<file path="src/husky_pkg.sv">
`default_nettype none

package husky_pkg;

   // Datapath widths
   localparam int ADC_BITS = 12;
   localparam int ADC_PINS = 6;   // Per polarity, {dp, dn} forms a sample
   localparam int BUS_BITS = 8;

   typedef logic [ADC_BITS-1:0] sample_t;
   typedef logic [BUS_BITS-1:0] byte_t;

   // Register map on the USB bus
   typedef enum logic [7:0] {
      REG_ARM       = 8'h10,   // Bit 0 starts a capture
      REG_SAMPLES   = 8'h11,   // Samples per capture
      REG_STATUS    = 8'h12,   // Armed, overflow, segment, empty
      REG_FIFO_DATA = 8'h13    // Low byte then high byte of each sample
   } reg_addr_e;

endpackage

`default_nettype wire

</file>
<file path="src/adc_sample_capture.sv">
`timescale 1ns/10ps
`default_nettype none

module adc_sample_capture import husky_pkg::*; (
   input  wire                 clk_usb_buf,
   input  wire                 rst_n_i,
   input  wire [ADC_PINS-1:0]  adc_dp_i,
   input  wire [ADC_PINS-1:0]  adc_dn_i,
   input  wire                 arm_i,
   input  byte_t               sample_count_i,
   output logic                capturing_o,
   output logic                samp_wr_o,
   output sample_t             samp_data_o
);

   typedef enum logic {
      IDLE,
      CAPTURE
   } cap_state_e;

   cap_state_e state_q;
   byte_t      remain_q;   // Samples still to write
   sample_t    adc_q;

   always_ff @(posedge clk_usb_buf or negedge rst_n_i) begin
      if (!rst_n_i) begin
         state_q  <= IDLE;
         remain_q <= '0;
      end else begin
         case (state_q)
            IDLE: begin
               if (arm_i && sample_count_i != '0) begin
                  state_q  <= CAPTURE;
                  remain_q <= sample_count_i;
               end
            end
            CAPTURE: begin
               remain_q <= remain_q - 8'd1;
               if (remain_q == 8'd1)
                  state_q <= IDLE;   // Last sample goes out this clock
            end
            default: state_q <= IDLE;
         endcase
      end
   end

   // Single-rate pin sample, no reset on the data path
   always_ff @(posedge clk_usb_buf) begin
      adc_q <= {adc_dp_i, adc_dn_i};
   end

   assign capturing_o = (state_q == CAPTURE);
   assign samp_wr_o   = (state_q == CAPTURE);
   assign samp_data_o = adc_q;

endmodule

`default_nettype wire

</file>
<file path="src/capture_regs.sv">
`timescale 1ns/10ps
`default_nettype none

module capture_regs import husky_pkg::*; #(
   parameter int pFIFO_DEPTH = 32,
   parameter int pSEG_WORDS  = 8
) (
   input  wire                                 clk_usb_buf,
   input  wire                                 rst_n_i,
   input  reg_addr_e                           reg_addr_i,
   input  byte_t                               reg_wdata_i,
   input  wire                                 reg_write_i,
   input  wire                                 reg_read_i,
   output byte_t                               reg_rdata_o,
   input  wire                                 capturing_i,
   output logic                                arm_o,
   output byte_t                               sample_count_o,
   output logic                                armed_o,
   input  sample_t                             fifo_rdata_i,
   input  wire [$clog2(pFIFO_DEPTH+1)-1:0]     fifo_count_i,
   input  wire                                 fifo_empty_i,
   input  wire                                 overflow_i,
   output logic                                fifo_pop_o,
   output logic                                ovf_clear_o,
   output logic                                segment_avail_o
);

   localparam int CNT_W = $clog2(pFIFO_DEPTH + 1);

   logic  capturing_q;   // For the end-of-capture edge
   logic  hi_sel_q;      // Next FIFO read returns the high byte
   logic  arm_wr;
   logic  fifo_rd;
   byte_t status;
   byte_t fifo_byte;

   assign arm_wr = reg_write_i && reg_addr_i == REG_ARM && reg_wdata_i[0]
                   && !armed_o && sample_count_o != '0;
   assign fifo_rd = reg_read_i && reg_addr_i == REG_FIFO_DATA && !fifo_empty_i;

   assign ovf_clear_o = reg_write_i && reg_addr_i == REG_STATUS && reg_wdata_i[1];

   always_ff @(posedge clk_usb_buf or negedge rst_n_i) begin
      if (!rst_n_i) begin
         sample_count_o  <= 8'd1;
         arm_o           <= 1'b0;
         armed_o         <= 1'b0;
         capturing_q     <= 1'b0;
         hi_sel_q        <= 1'b0;
         fifo_pop_o      <= 1'b0;
         segment_avail_o <= 1'b0;
      end else begin
         if (reg_write_i && reg_addr_i == REG_SAMPLES)
            sample_count_o <= reg_wdata_i;
         arm_o       <= arm_wr;
         capturing_q <= capturing_i;
         if (arm_wr)
            armed_o <= 1'b1;
         else if (capturing_q && !capturing_i)
            armed_o <= 1'b0;   // Capture finished
         // Pop once both halves of the head sample are out
         fifo_pop_o <= fifo_rd & hi_sel_q;
         if (fifo_rd)
            hi_sel_q <= ~hi_sel_q;
         segment_avail_o <= (fifo_count_i >= CNT_W'(pSEG_WORDS));
      end
   end

   assign status = {4'b0000, fifo_empty_i, segment_avail_o, overflow_i, armed_o};

   always_comb begin
      if (fifo_empty_i)
         fifo_byte = '0;
      else if (hi_sel_q)
         fifo_byte = {{(2*BUS_BITS-ADC_BITS){1'b0}}, fifo_rdata_i[ADC_BITS-1:BUS_BITS]};
      else
         fifo_byte = fifo_rdata_i[BUS_BITS-1:0];
   end

   always_comb begin
      case (reg_addr_i)
         REG_ARM:       reg_rdata_o = {7'b0000000, armed_o};
         REG_SAMPLES:   reg_rdata_o = sample_count_o;
         REG_STATUS:    reg_rdata_o = status;
         REG_FIFO_DATA: reg_rdata_o = fifo_byte;
         default:       reg_rdata_o = '0;
      endcase
   end

endmodule

`default_nettype wire

</file>
<file path="src/husky_capture_top.sv">
`timescale 1ns/10ps
`default_nettype none

module husky_capture_top import husky_pkg::*; #(
   parameter int pFIFO_DEPTH    = 32,
   parameter int pSEG_WORDS     = 8,
   parameter int pHEARTBEAT_BIT = 22
) (
   input  wire                 clk_usb_buf,
   input  wire                 rst_n_i,
   input  byte_t               usb_addr_i,
   input  byte_t               usb_data_i,
   input  wire                 usb_rdn_i,
   input  wire                 usb_wrn_i,
   input  wire                 usb_cen_i,
   input  wire                 usb_alen_i,
   output byte_t               usb_data_o,
   output logic                usb_data_oe_o,
   input  wire [ADC_PINS-1:0]  adc_dp_i,
   input  wire [ADC_PINS-1:0]  adc_dn_i,
   input  wire                 pll_status_i,
   output logic                stream_segment_available_o,
   output logic                led_clk1fail_o,
   output logic                led_armed_o,
   output logic                led_cap_o
);

   localparam int CNT_W = $clog2(pFIFO_DEPTH + 1);

   reg_addr_e         reg_addr;
   byte_t             reg_wdata;
   byte_t             reg_rdata;
   logic              reg_write;
   logic              reg_read;
   logic              arm;
   byte_t             sample_count;
   logic              armed;
   logic              capturing;
   logic              samp_wr;
   sample_t           samp_data;
   sample_t           fifo_rdata;
   logic [CNT_W-1:0]  fifo_count;
   logic              fifo_empty;
   logic              overflow;
   logic              fifo_pop;
   logic              ovf_clear;

   usb_reg_bus u_usb_reg_bus (
      .clk_usb_buf   (clk_usb_buf),
      .rst_n_i       (rst_n_i),
      .usb_addr_i    (usb_addr_i),
      .usb_data_i    (usb_data_i),
      .usb_rdn_i     (usb_rdn_i),
      .usb_wrn_i     (usb_wrn_i),
      .usb_cen_i     (usb_cen_i),
      .usb_alen_i    (usb_alen_i),
      .reg_rdata_i   (reg_rdata),
      .reg_addr_o    (reg_addr),
      .reg_wdata_o   (reg_wdata),
      .reg_write_o   (reg_write),
      .reg_read_o    (reg_read),
      .usb_data_o    (usb_data_o),
      .usb_data_oe_o (usb_data_oe_o)
   );

   adc_sample_capture u_adc_sample_capture (
      .clk_usb_buf    (clk_usb_buf),
      .rst_n_i        (rst_n_i),
      .adc_dp_i       (adc_dp_i),
      .adc_dn_i       (adc_dn_i),
      .arm_i          (arm),
      .sample_count_i (sample_count),
      .capturing_o    (capturing),
      .samp_wr_o      (samp_wr),
      .samp_data_o    (samp_data)
   );

   sample_fifo #(
      .pFIFO_DEPTH (pFIFO_DEPTH)
   ) u_sample_fifo (
      .clk_usb_buf (clk_usb_buf),
      .rst_n_i     (rst_n_i),
      .wr_i        (samp_wr),
      .wdata_i     (samp_data),
      .pop_i       (fifo_pop),
      .ovf_clear_i (ovf_clear),
      .rdata_o     (fifo_rdata),
      .count_o     (fifo_count),
      .empty_o     (fifo_empty),
      .overflow_o  (overflow)
   );

   capture_regs #(
      .pFIFO_DEPTH (pFIFO_DEPTH),
      .pSEG_WORDS  (pSEG_WORDS)
   ) u_capture_regs (
      .clk_usb_buf     (clk_usb_buf),
      .rst_n_i         (rst_n_i),
      .reg_addr_i      (reg_addr),
      .reg_wdata_i     (reg_wdata),
      .reg_write_i     (reg_write),
      .reg_read_i      (reg_read),
      .reg_rdata_o     (reg_rdata),
      .capturing_i     (capturing),
      .arm_o           (arm),
      .sample_count_o  (sample_count),
      .armed_o         (armed),
      .fifo_rdata_i    (fifo_rdata),
      .fifo_count_i    (fifo_count),
      .fifo_empty_i    (fifo_empty),
      .overflow_i      (overflow),
      .fifo_pop_o      (fifo_pop),
      .ovf_clear_o     (ovf_clear),
      .segment_avail_o (stream_segment_available_o)
   );

   status_leds #(
      .pHEARTBEAT_BIT (pHEARTBEAT_BIT)
   ) u_status_leds (
      .clk_usb_buf    (clk_usb_buf),
      .rst_n_i        (rst_n_i),
      .overflow_i     (overflow),
      .pll_status_i   (pll_status_i),
      .armed_i        (armed),
      .capturing_i    (capturing),
      .led_clk1fail_o (led_clk1fail_o),
      .led_armed_o    (led_armed_o),
      .led_cap_o      (led_cap_o)
   );

endmodule

`default_nettype wire

</file>
<file path="src/sample_fifo.sv">
`timescale 1ns/10ps
`default_nettype none

module sample_fifo import husky_pkg::*; #(
   parameter int pFIFO_DEPTH = 32
) (
   input  wire                                 clk_usb_buf,
   input  wire                                 rst_n_i,
   input  wire                                 wr_i,
   input  sample_t                             wdata_i,
   input  wire                                 pop_i,
   input  wire                                 ovf_clear_i,
   output sample_t                             rdata_o,
   output logic [$clog2(pFIFO_DEPTH+1)-1:0]    count_o,
   output logic                                empty_o,
   output logic                                overflow_o
);

   localparam int AW = $clog2(pFIFO_DEPTH);

   sample_t        mem [pFIFO_DEPTH];
   logic [AW-1:0]  wr_ptr_q;
   logic [AW-1:0]  rd_ptr_q;
   logic           full;
   logic           do_wr;
   logic           do_rd;

   assign full    = (count_o == pFIFO_DEPTH);
   assign empty_o = (count_o == '0);
   assign do_wr   = wr_i & ~full;   // Dropped when full
   assign do_rd   = pop_i & ~empty_o;

   always_ff @(posedge clk_usb_buf or negedge rst_n_i) begin
      if (!rst_n_i) begin
         wr_ptr_q   <= '0;
         rd_ptr_q   <= '0;
         count_o    <= '0;
         overflow_o <= 1'b0;
      end else begin
         if (do_wr)
            wr_ptr_q <= (wr_ptr_q == AW'(pFIFO_DEPTH - 1)) ? '0 : wr_ptr_q + 1'b1;
         if (do_rd)
            rd_ptr_q <= (rd_ptr_q == AW'(pFIFO_DEPTH - 1)) ? '0 : rd_ptr_q + 1'b1;
         if (do_wr && !do_rd)
            count_o <= count_o + 1'b1;
         else if (do_rd && !do_wr)
            count_o <= count_o - 1'b1;
         // Sticky until cleared; a new drop wins over the clear
         if (wr_i && full)
            overflow_o <= 1'b1;
         else if (ovf_clear_i)
            overflow_o <= 1'b0;
      end
   end

   always_ff @(posedge clk_usb_buf) begin
      if (do_wr)
         mem[wr_ptr_q] <= wdata_i;
   end

   assign rdata_o = mem[rd_ptr_q];   // Fall-through head word

endmodule

`default_nettype wire

</file>
<file path="src/status_leds.sv">
`timescale 1ns/10ps
`default_nettype none

module status_leds #(
   parameter int pHEARTBEAT_BIT = 22
) (
   input  wire   clk_usb_buf,
   input  wire   rst_n_i,
   input  wire   overflow_i,
   input  wire   pll_status_i,
   input  wire   armed_i,
   input  wire   capturing_i,
   output logic  led_clk1fail_o,
   output logic  led_armed_o,
   output logic  led_cap_o
);

   logic [pHEARTBEAT_BIT:0] heartbeat_q;

   always_ff @(posedge clk_usb_buf or negedge rst_n_i) begin
      if (!rst_n_i)
         heartbeat_q <= '0;
      else
         heartbeat_q <= heartbeat_q + 1'b1;
   end

   // Fast flash on internal error, else show PLL lock loss
   assign led_clk1fail_o = overflow_i ? heartbeat_q[pHEARTBEAT_BIT] : ~pll_status_i;
   assign led_armed_o    = armed_i;
   assign led_cap_o      = capturing_i;

endmodule

`default_nettype wire

</file>
<file path="src/usb_reg_bus.sv">
`timescale 1ns/10ps
`default_nettype none

module usb_reg_bus import husky_pkg::*; (
   input  wire        clk_usb_buf,
   input  wire        rst_n_i,
   input  byte_t      usb_addr_i,
   input  byte_t      usb_data_i,
   input  wire        usb_rdn_i,
   input  wire        usb_wrn_i,
   input  wire        usb_cen_i,
   input  wire        usb_alen_i,
   input  byte_t      reg_rdata_i,
   output reg_addr_e  reg_addr_o,
   output byte_t      reg_wdata_o,
   output logic       reg_write_o,
   output logic       reg_read_o,
   output byte_t      usb_data_o,
   output logic       usb_data_oe_o
);

   logic wr_act_q;   // Strobe samples, first register
   logic wr_act_qq;
   logic rd_act_q;
   logic rd_act_qq;

   always_ff @(posedge clk_usb_buf or negedge rst_n_i) begin
      if (!rst_n_i) begin
         reg_addr_o    <= reg_addr_e'(8'h00);
         wr_act_q      <= 1'b0;
         wr_act_qq     <= 1'b0;
         rd_act_q      <= 1'b0;
         rd_act_qq     <= 1'b0;
         reg_write_o   <= 1'b0;
         reg_read_o    <= 1'b0;
         usb_data_oe_o <= 1'b0;
      end else begin
         if (!usb_alen_i)
            reg_addr_o <= reg_addr_e'(usb_addr_i);   // Address phase
         wr_act_q      <= ~usb_wrn_i & ~usb_cen_i;
         wr_act_qq     <= wr_act_q;
         rd_act_q      <= ~usb_rdn_i & ~usb_cen_i;
         rd_act_qq     <= rd_act_q;
         reg_write_o   <= wr_act_q & ~wr_act_qq;   // One pulse per strobe
         reg_read_o    <= rd_act_q & ~rd_act_qq;
         usb_data_oe_o <= ~usb_rdn_i & ~usb_cen_i;
      end
   end

   // Write data taken with the pulse, read data held until the next read
   always_ff @(posedge clk_usb_buf) begin
      if (wr_act_q && !wr_act_qq)
         reg_wdata_o <= usb_data_i;
      if (reg_read_o)
         usb_data_o <= reg_rdata_i;
   end

endmodule

`default_nettype wire
</file>
<file path="config.mk">
export PLATFORM = sky130hd
export DESIGN_NAME = husky_capture_top
export DESIGN_NICKNAME = d
export VERILOG_FILES = /design/src/husky_pkg.sv /design/src/adc_sample_capture.sv /design/src/capture_regs.sv /design/src/husky_capture_top.sv /design/src/sample_fifo.sv /design/src/status_leds.sv /design/src/usb_reg_bus.sv
export SDC_FILE = /design/constraint.sdc
export NUM_CORES = 1
export LEC_CHECK = 0
export BUFFER_PORTS_ARGS = -buffer_cell sky130_fd_sc_hd__buf_2
export CORE_MARGIN = 2
export CORE_UTILIZATION = 55
export DETAILED_ROUTE_END_ITERATION = 6
export PLACE_DENSITY = 0.71
export SLEW_MARGIN = 40
export SYNTH_ARGS = -nofsm -noshare
export SYNTH_HDL_FRONTEND = slang
export SYNTH_SLANG_ARGS = --single-unit
</file>
<file path="constraint.sdc">
create_clock -name clk_usb_buf -period 4.63 [get_ports clk_usb_buf]
set_input_delay 0.6945 -clock clk_usb_buf [delete_from_list [all_inputs] [get_ports clk_usb_buf]]
set_output_delay 0.6945 -clock clk_usb_buf [all_outputs]
set_load 0.005 [all_outputs]
</file>
== Word-level counts from Yosys, hierarchy flattened ==
Memories as Yosys holds them, arrays and structs flattened.
Cells that the tools add are included.

* $add $sub $neg: 6
* Multipliers: 0
* Div/mod/pow operators: 0
* $lt $le $gt $ge: 1
* Eq/ne operators: 9
* Shift-type cells: 0
* Muxes and demuxes: 19
* Bitwise gates (word level): 17
* Reductions and logical operators: 26

{| class="wikitable"
|+ Operator list
! cell !! count
|-
| $eq A8 B5 Y1 const B || 4
|-
| $pmux W8 S4 || 1
|-
| $mux W8 || 3
|-
| $add A23 B1 Y23 const B || 1
|-
| $pmux W8 S2 || 1
|-
| $logic_and A1 B1 Y1 || 15
|-
| $mux W6 || 2
|-
| $add A5 B1 Y5 const B || 2
|-
| $eq A5 B5 Y1 const B || 2
|-
| $mux W5 || 2
|-
| $not A1 Y1 || 10
|-
| $mux W1 || 9
|-
| $eq A8 B1 Y1 const B || 1
|-
| $reduce_bool A8 Y1 || 1
|-
| $sub A8 B1 Y8 const B || 1
|-
| $and A1 B1 Y1 || 7
|-
| $add A6 B1 Y6 const B || 1
|-
| $eq A6 B6 Y1 const B || 1
|-
| $ge A6 B4 Y1 const B || 1
|-
| $logic_not A1 Y1 || 6
|-
| $logic_not A6 Y1 || 1
|-
| $reduce_bool A2 Y1 || 3
|-
| $sub A6 B1 Y6 const B || 1
|-
| $ne A2 B1 Y1 const B || 1
|-
| $pmux W1 S2 || 1
|}

* Bits in registers: 105
* Bits in latches: 0
* Bits in writable memories: 384
* Bits in read-only memories: 0
* Word-level logic and storage cells: 103
* Memories: 1

{| class="wikitable"
|+ Memory list
! name !! words !! width !! read ports !! clocked after memory_dff !! write ports !! line !! RTL
|-
| u_sample_fifo.mem || 32 || 12 || 1 || 0 || 1 || sample_fifo.sv:21 || <nowiki>sample_t mem [pFIFO_DEPTH];</nowiki>
|}

== Logic depth before layout (Yosys ltp) ==
* Depth in word-level cells: 7
* Mapped depth: 11
* Gate-level depth less buffers: 11

== By module ==
A second synthesis with hierarchy kept.

* Cells, all modules: 1,063
* Area total of the unflattened synthesis: 19,537.5 µm²

{| class="wikitable"
|+ By module, submodules not included
! module !! times used !! cells an instance !! area each (µm²) !! sequential area each (µm²)
|-
| sample_fifo || 1 || 787 || 15,837.7 || 11,956.5
|-
| status_leds || 1 || 86 || 1,037.2 || 575.6
|-
| usb_reg_bus || 1 || 43 || 982.2 || 830.8
|-
| adc_sample_capture || 1 || 70 || 843.3 || 465.4
|-
| capture_regs || 1 || 77 || 837.1 || 351.6
|}

== Worst setup path after synthesis ==
No wires, ideal clock.

* Kind: reg-to-reg
* Start point: register u_sample_fifo.count_o[3]
* End point: register u_sample_fifo.count_o[5]
* Library setup time: 0.143 ns
* Data arrival time: 2.727 ns
* Data required time: 4.487 ns
* Path slack: 1.761 ns
* Stages on the path, launching flop included: 12
* Buffers on the path: 1
* Path through: dfrtp_1 or3_1 clkbuf_1 o21ai_1 ha_1 inv_1 ha_1 a21o_1 a21o_1 a211o_1 o311ai_0 xor2_1

* Longest elaborated chain between the ends: 6

{| class="wikitable"
|+ RTL lines
! element !! line !! RTL
|-
| start, declared || sample_fifo.sv:14 || <nowiki>output logic [$clog2(pFIFO_DEPTH+1)-1:0] count_o,</nowiki>
|-
| start signal, assigned || sample_fifo.sv:45 || <nowiki>count_o <= count_o + 1'b1;</nowiki>
|-
| start signal, assigned || sample_fifo.sv:47 || <nowiki>count_o <= count_o - 1'b1;</nowiki>
|-
| parallel branches: the longest is 6 deep, another holds $sub A6 B1 Y6 || -- ||
|}

Several ways; the timed one is not identified. The select of a mux whose other input is x is not followed.
A chain may end at the register's enable or synchronous reset.

== Final worst setup path ==
* Start point: register u_sample_fifo.count_o[0]
* End point: register u_sample_fifo.count_o[5]

Same word-level chain as after synthesis.

==> flow_summary.toml <==
[cells_and_area]
final_common_cell = "edfxtp_1"
syn_to_final_growth_pct = 13.3
nNetsFinal = 1190
finalInstanceArea_sq_mm = 0.0220
diodes = 0
final_cell_mix = "edfxtp_1, mux4_2, dfrtp_1"
drive_gt1_share_pct = 25.6

[routing]
drc_errors = 0
wire_per_inst_um = 25.6
dr.pass1.iters = 6
drtIter0Drc = 998
vias_per_cell = 6.11
vias = 9982
wl_um = 41800
ant_nets = 0

[placed_design]
routabilityCongestion = 0.863
numPortBuffers = 47
dp_hpwl_um = 25500
placed_area_sq_mm = 0.0204

[global_route]
grt_pass1_vias = 9986
grt_use_total_pct = 23.3
grt_antenna_before_repair = 0
grt_overflow = 0
grt_pass1_wl_um = 61900
grt_max_degree = 53

[cts]
cts_buffers = 49
cts_tree = "done"
htreeDepth = 2
clkLatencyLatePin_ps = 570
clockBufferDepth = 3
ctsHoldBuffers = 0
cts_num_sinks = 489
clkSlewWorstSetupHoldPaths_ps = 60
postCtsSetupRepairBufs = 0
ctsResizeCount = 0
cts_root_buf = "clkbuf_16"

[logic_synthesis]
synth.area.top_cells = "edfxtp_1, mux4_2, dfrtp_1, mux2i_1, mux2_2"
synthCells = 1034
synth_cell_types = 66
synth-edff-count = 400
syn-num-nets = 1085
syn_area_sq_mm = 0.0194
post-synth-top-area-cell = "edfxtp_1"
syn_avg_cell_area_sq_um = 18.8
synth_seq_area_share_pct = 73.1
netlist.area_leader.share_pct = 61.9
async_flop_share_pct = 15.7
yosys_warnings = 0
ys_seq_elements = 489
ys.flop_type = "edfxtp_1"

[sta]
period_needed_ps = 3200
fin_worst_skew_ps = 22.9
final_max_slew_viol_count = 0
rsz0062_at_grt = "no"
finalSetupViolCount = 0
slew_headroom_pct = 48.0
fmax_mhz = 313
finalHoldViolations = 0
tightestPinTransition_ps = 780
post-route-period-util_pct = 69.1
finalSetupTns_ps = 0

[worst_setup_path]
worstPathMaxFanout = 8
critical_path_class = "register to register"
arrival_ps = 3680
cp-start-kind = "register"
critical_path.endpoint_type = "register"
critPathRequiredTime_ps = 5110

[pwr]
ir_drop_mv = 0.292
powerDensity_mw_per_mm2 = 405
p_leak_nw = 7.50

[hold_path]
hold_class = "primary input to async pin"

[floorplan]
die-area_sq_mm = 0.0368
die_height_um = 192
num_io_pins = 48
placementRows = 68
start_util_pct = 56.1
core_sq_mm = 0.0346
die-width_um = 192

[flow_run]
cap_violations = 0

[run_status]
status = "finished clean"
==> worst max-delay path, cell delays in order (launching register included) <==
cell,delay (ps)
dfrtp_1,440
or3_1,440
o21ai_1,490
ha_1,330
inv_1,140
ha_1,300
a21o_1,180
a21o_1,210
a211o_1,290
o311ai_0,120
xor2_1,170
==> registers in the layout, summed over array words and instances (netlist names), 5 cells and up <==
| name | flops |
|---|---|
| u_usb_reg_bus.reg_wdata_o | 8 |
| u_sample_fifo.count_o | 6 |
| u_capture_regs.sample_count_o | 8 |
| u_usb_reg_bus.usb_data_o | 8 |
| u_sample_fifo.wr_ptr_q | 5 |
| u_sample_fifo.rd_ptr_q | 5 |
| u_status_leds.heartbeat_q | 23 |
| u_adc_sample_capture.remain_q | 8 |
| u_adc_sample_capture.samp_data_o | 12 |
| u_sample_fifo.mem | 384 |
| u_usb_reg_bus.reg_addr_o | 8 |
==> logic make-up (layout without fill, tap and decap cells) <==
group / Yosys count / in the layout / synth area share [%]
AND/OR/NAND/NOR: 204 / 204 / 5.15
XOR/XNOR: 33 / 33 / 1.49
AO/OA/AOI/OAI: 82 / 82 / 3.15
multiplexers: 157 / 157 / 14.5
adder cells (fa/ha/maj): 16 / 16 / 1.07
buffers and inverters: 53 / 197 / 1.64
flip-flops: 489 / 489 / 73.1
==> per-stage QoR <==
step | hold WS (ps) | cells | util [%] | setup slack [ps] | total power, mW
finish | 37.1 | 1633 | 63.5 | 1430 | 8.90
detailed placement | 374 | 1543 | 58.8 | 1430 | 5.02
global route | 49.4 | 1633 | 63.5 | 1170 | 9.14
CTS | 30.6 | 1633 | 63.5 | 1440 | 8.97
floorplan | 347 | 1034 | - | 1760 | 4.94
global placement | 355 | 1543 | 58.8 | 1490 | 5.02
==> final cells by class <==
cell class,instances,area (sq um)
clock buffer,62,1320
clock inverter,28,308
fill,2337,12600
inverter,12,45.0
multi-input combinational,492,4920
sequential,489,14200
tap,455,569
timing repair buffer,95,636
==> where the power goes <==
group	internal [mW]	total (mW)	switching (mW)
logic	0.0349	0.0959	0.0610
clock network	2.35	3.97	1.62
registers	4.78	4.83	0.0504
total	7.17	8.90	1.73
==> worst paths after layout <==
kind / cells after the start / startpoint / end / slack, ps
max in group asynchronous: 2 / rst_n_i / u_sample_fifo.rd_ptr_q[2]$_DFFE_PN0P_ / 3590
max reg2reg: 10 / u_sample_fifo.count_o[0]$_DFFE_PN0P_ / u_sample_fifo.count_o[5]$_DFFE_PN0P_ / 1430
min: 1 / rst_n_i / u_status_leds.heartbeat_q[0]$_DFF_PN0_ / 40
min reg2reg: 0 / u_usb_reg_bus.wr_act_q$_DFF_PN0_ / u_usb_reg_bus.wr_act_qq$_DFF_PN0_ / 390
min in group clk_usb_buf: 1 / adc_dn_i[0] / u_adc_sample_capture.samp_data_o[0]$_DFF_P_ / 220
max: 10 / u_sample_fifo.count_o[0]$_DFFE_PN0P_ / u_sample_fifo.count_o[5]$_DFFE_PN0P_ / 1430
==> synth_stat cells (8+ instances only) <==
cell type and n:
edfxtp_1 400, mux4_2 85, dfrtp_1 76, nor2_1 61, nand2_1 49, mux2i_1 38, mux2_2 24, xnor2_1 20
nand3_1 19, clkbuf_1 17, ha_1 15, and2_1 14, o21ai_0 14, xor2_1 13, dfxtp_1 12, nor2b_1 11
buf_2 10, inv_1 10, nor3_1 9, a21o_1 8, a21oi_1 8, mux4_1 8
==> routing by layer <==
layer  wire [um]  GRT usage, %  up-vias
met4        1140          7.51        0
li1            -             -     4331
met5           0             0        -
met2       20000          37.2      400
met1       17400          32.4     5168
met3        3240          5.02       83
(Power assumes the default switching activity.)
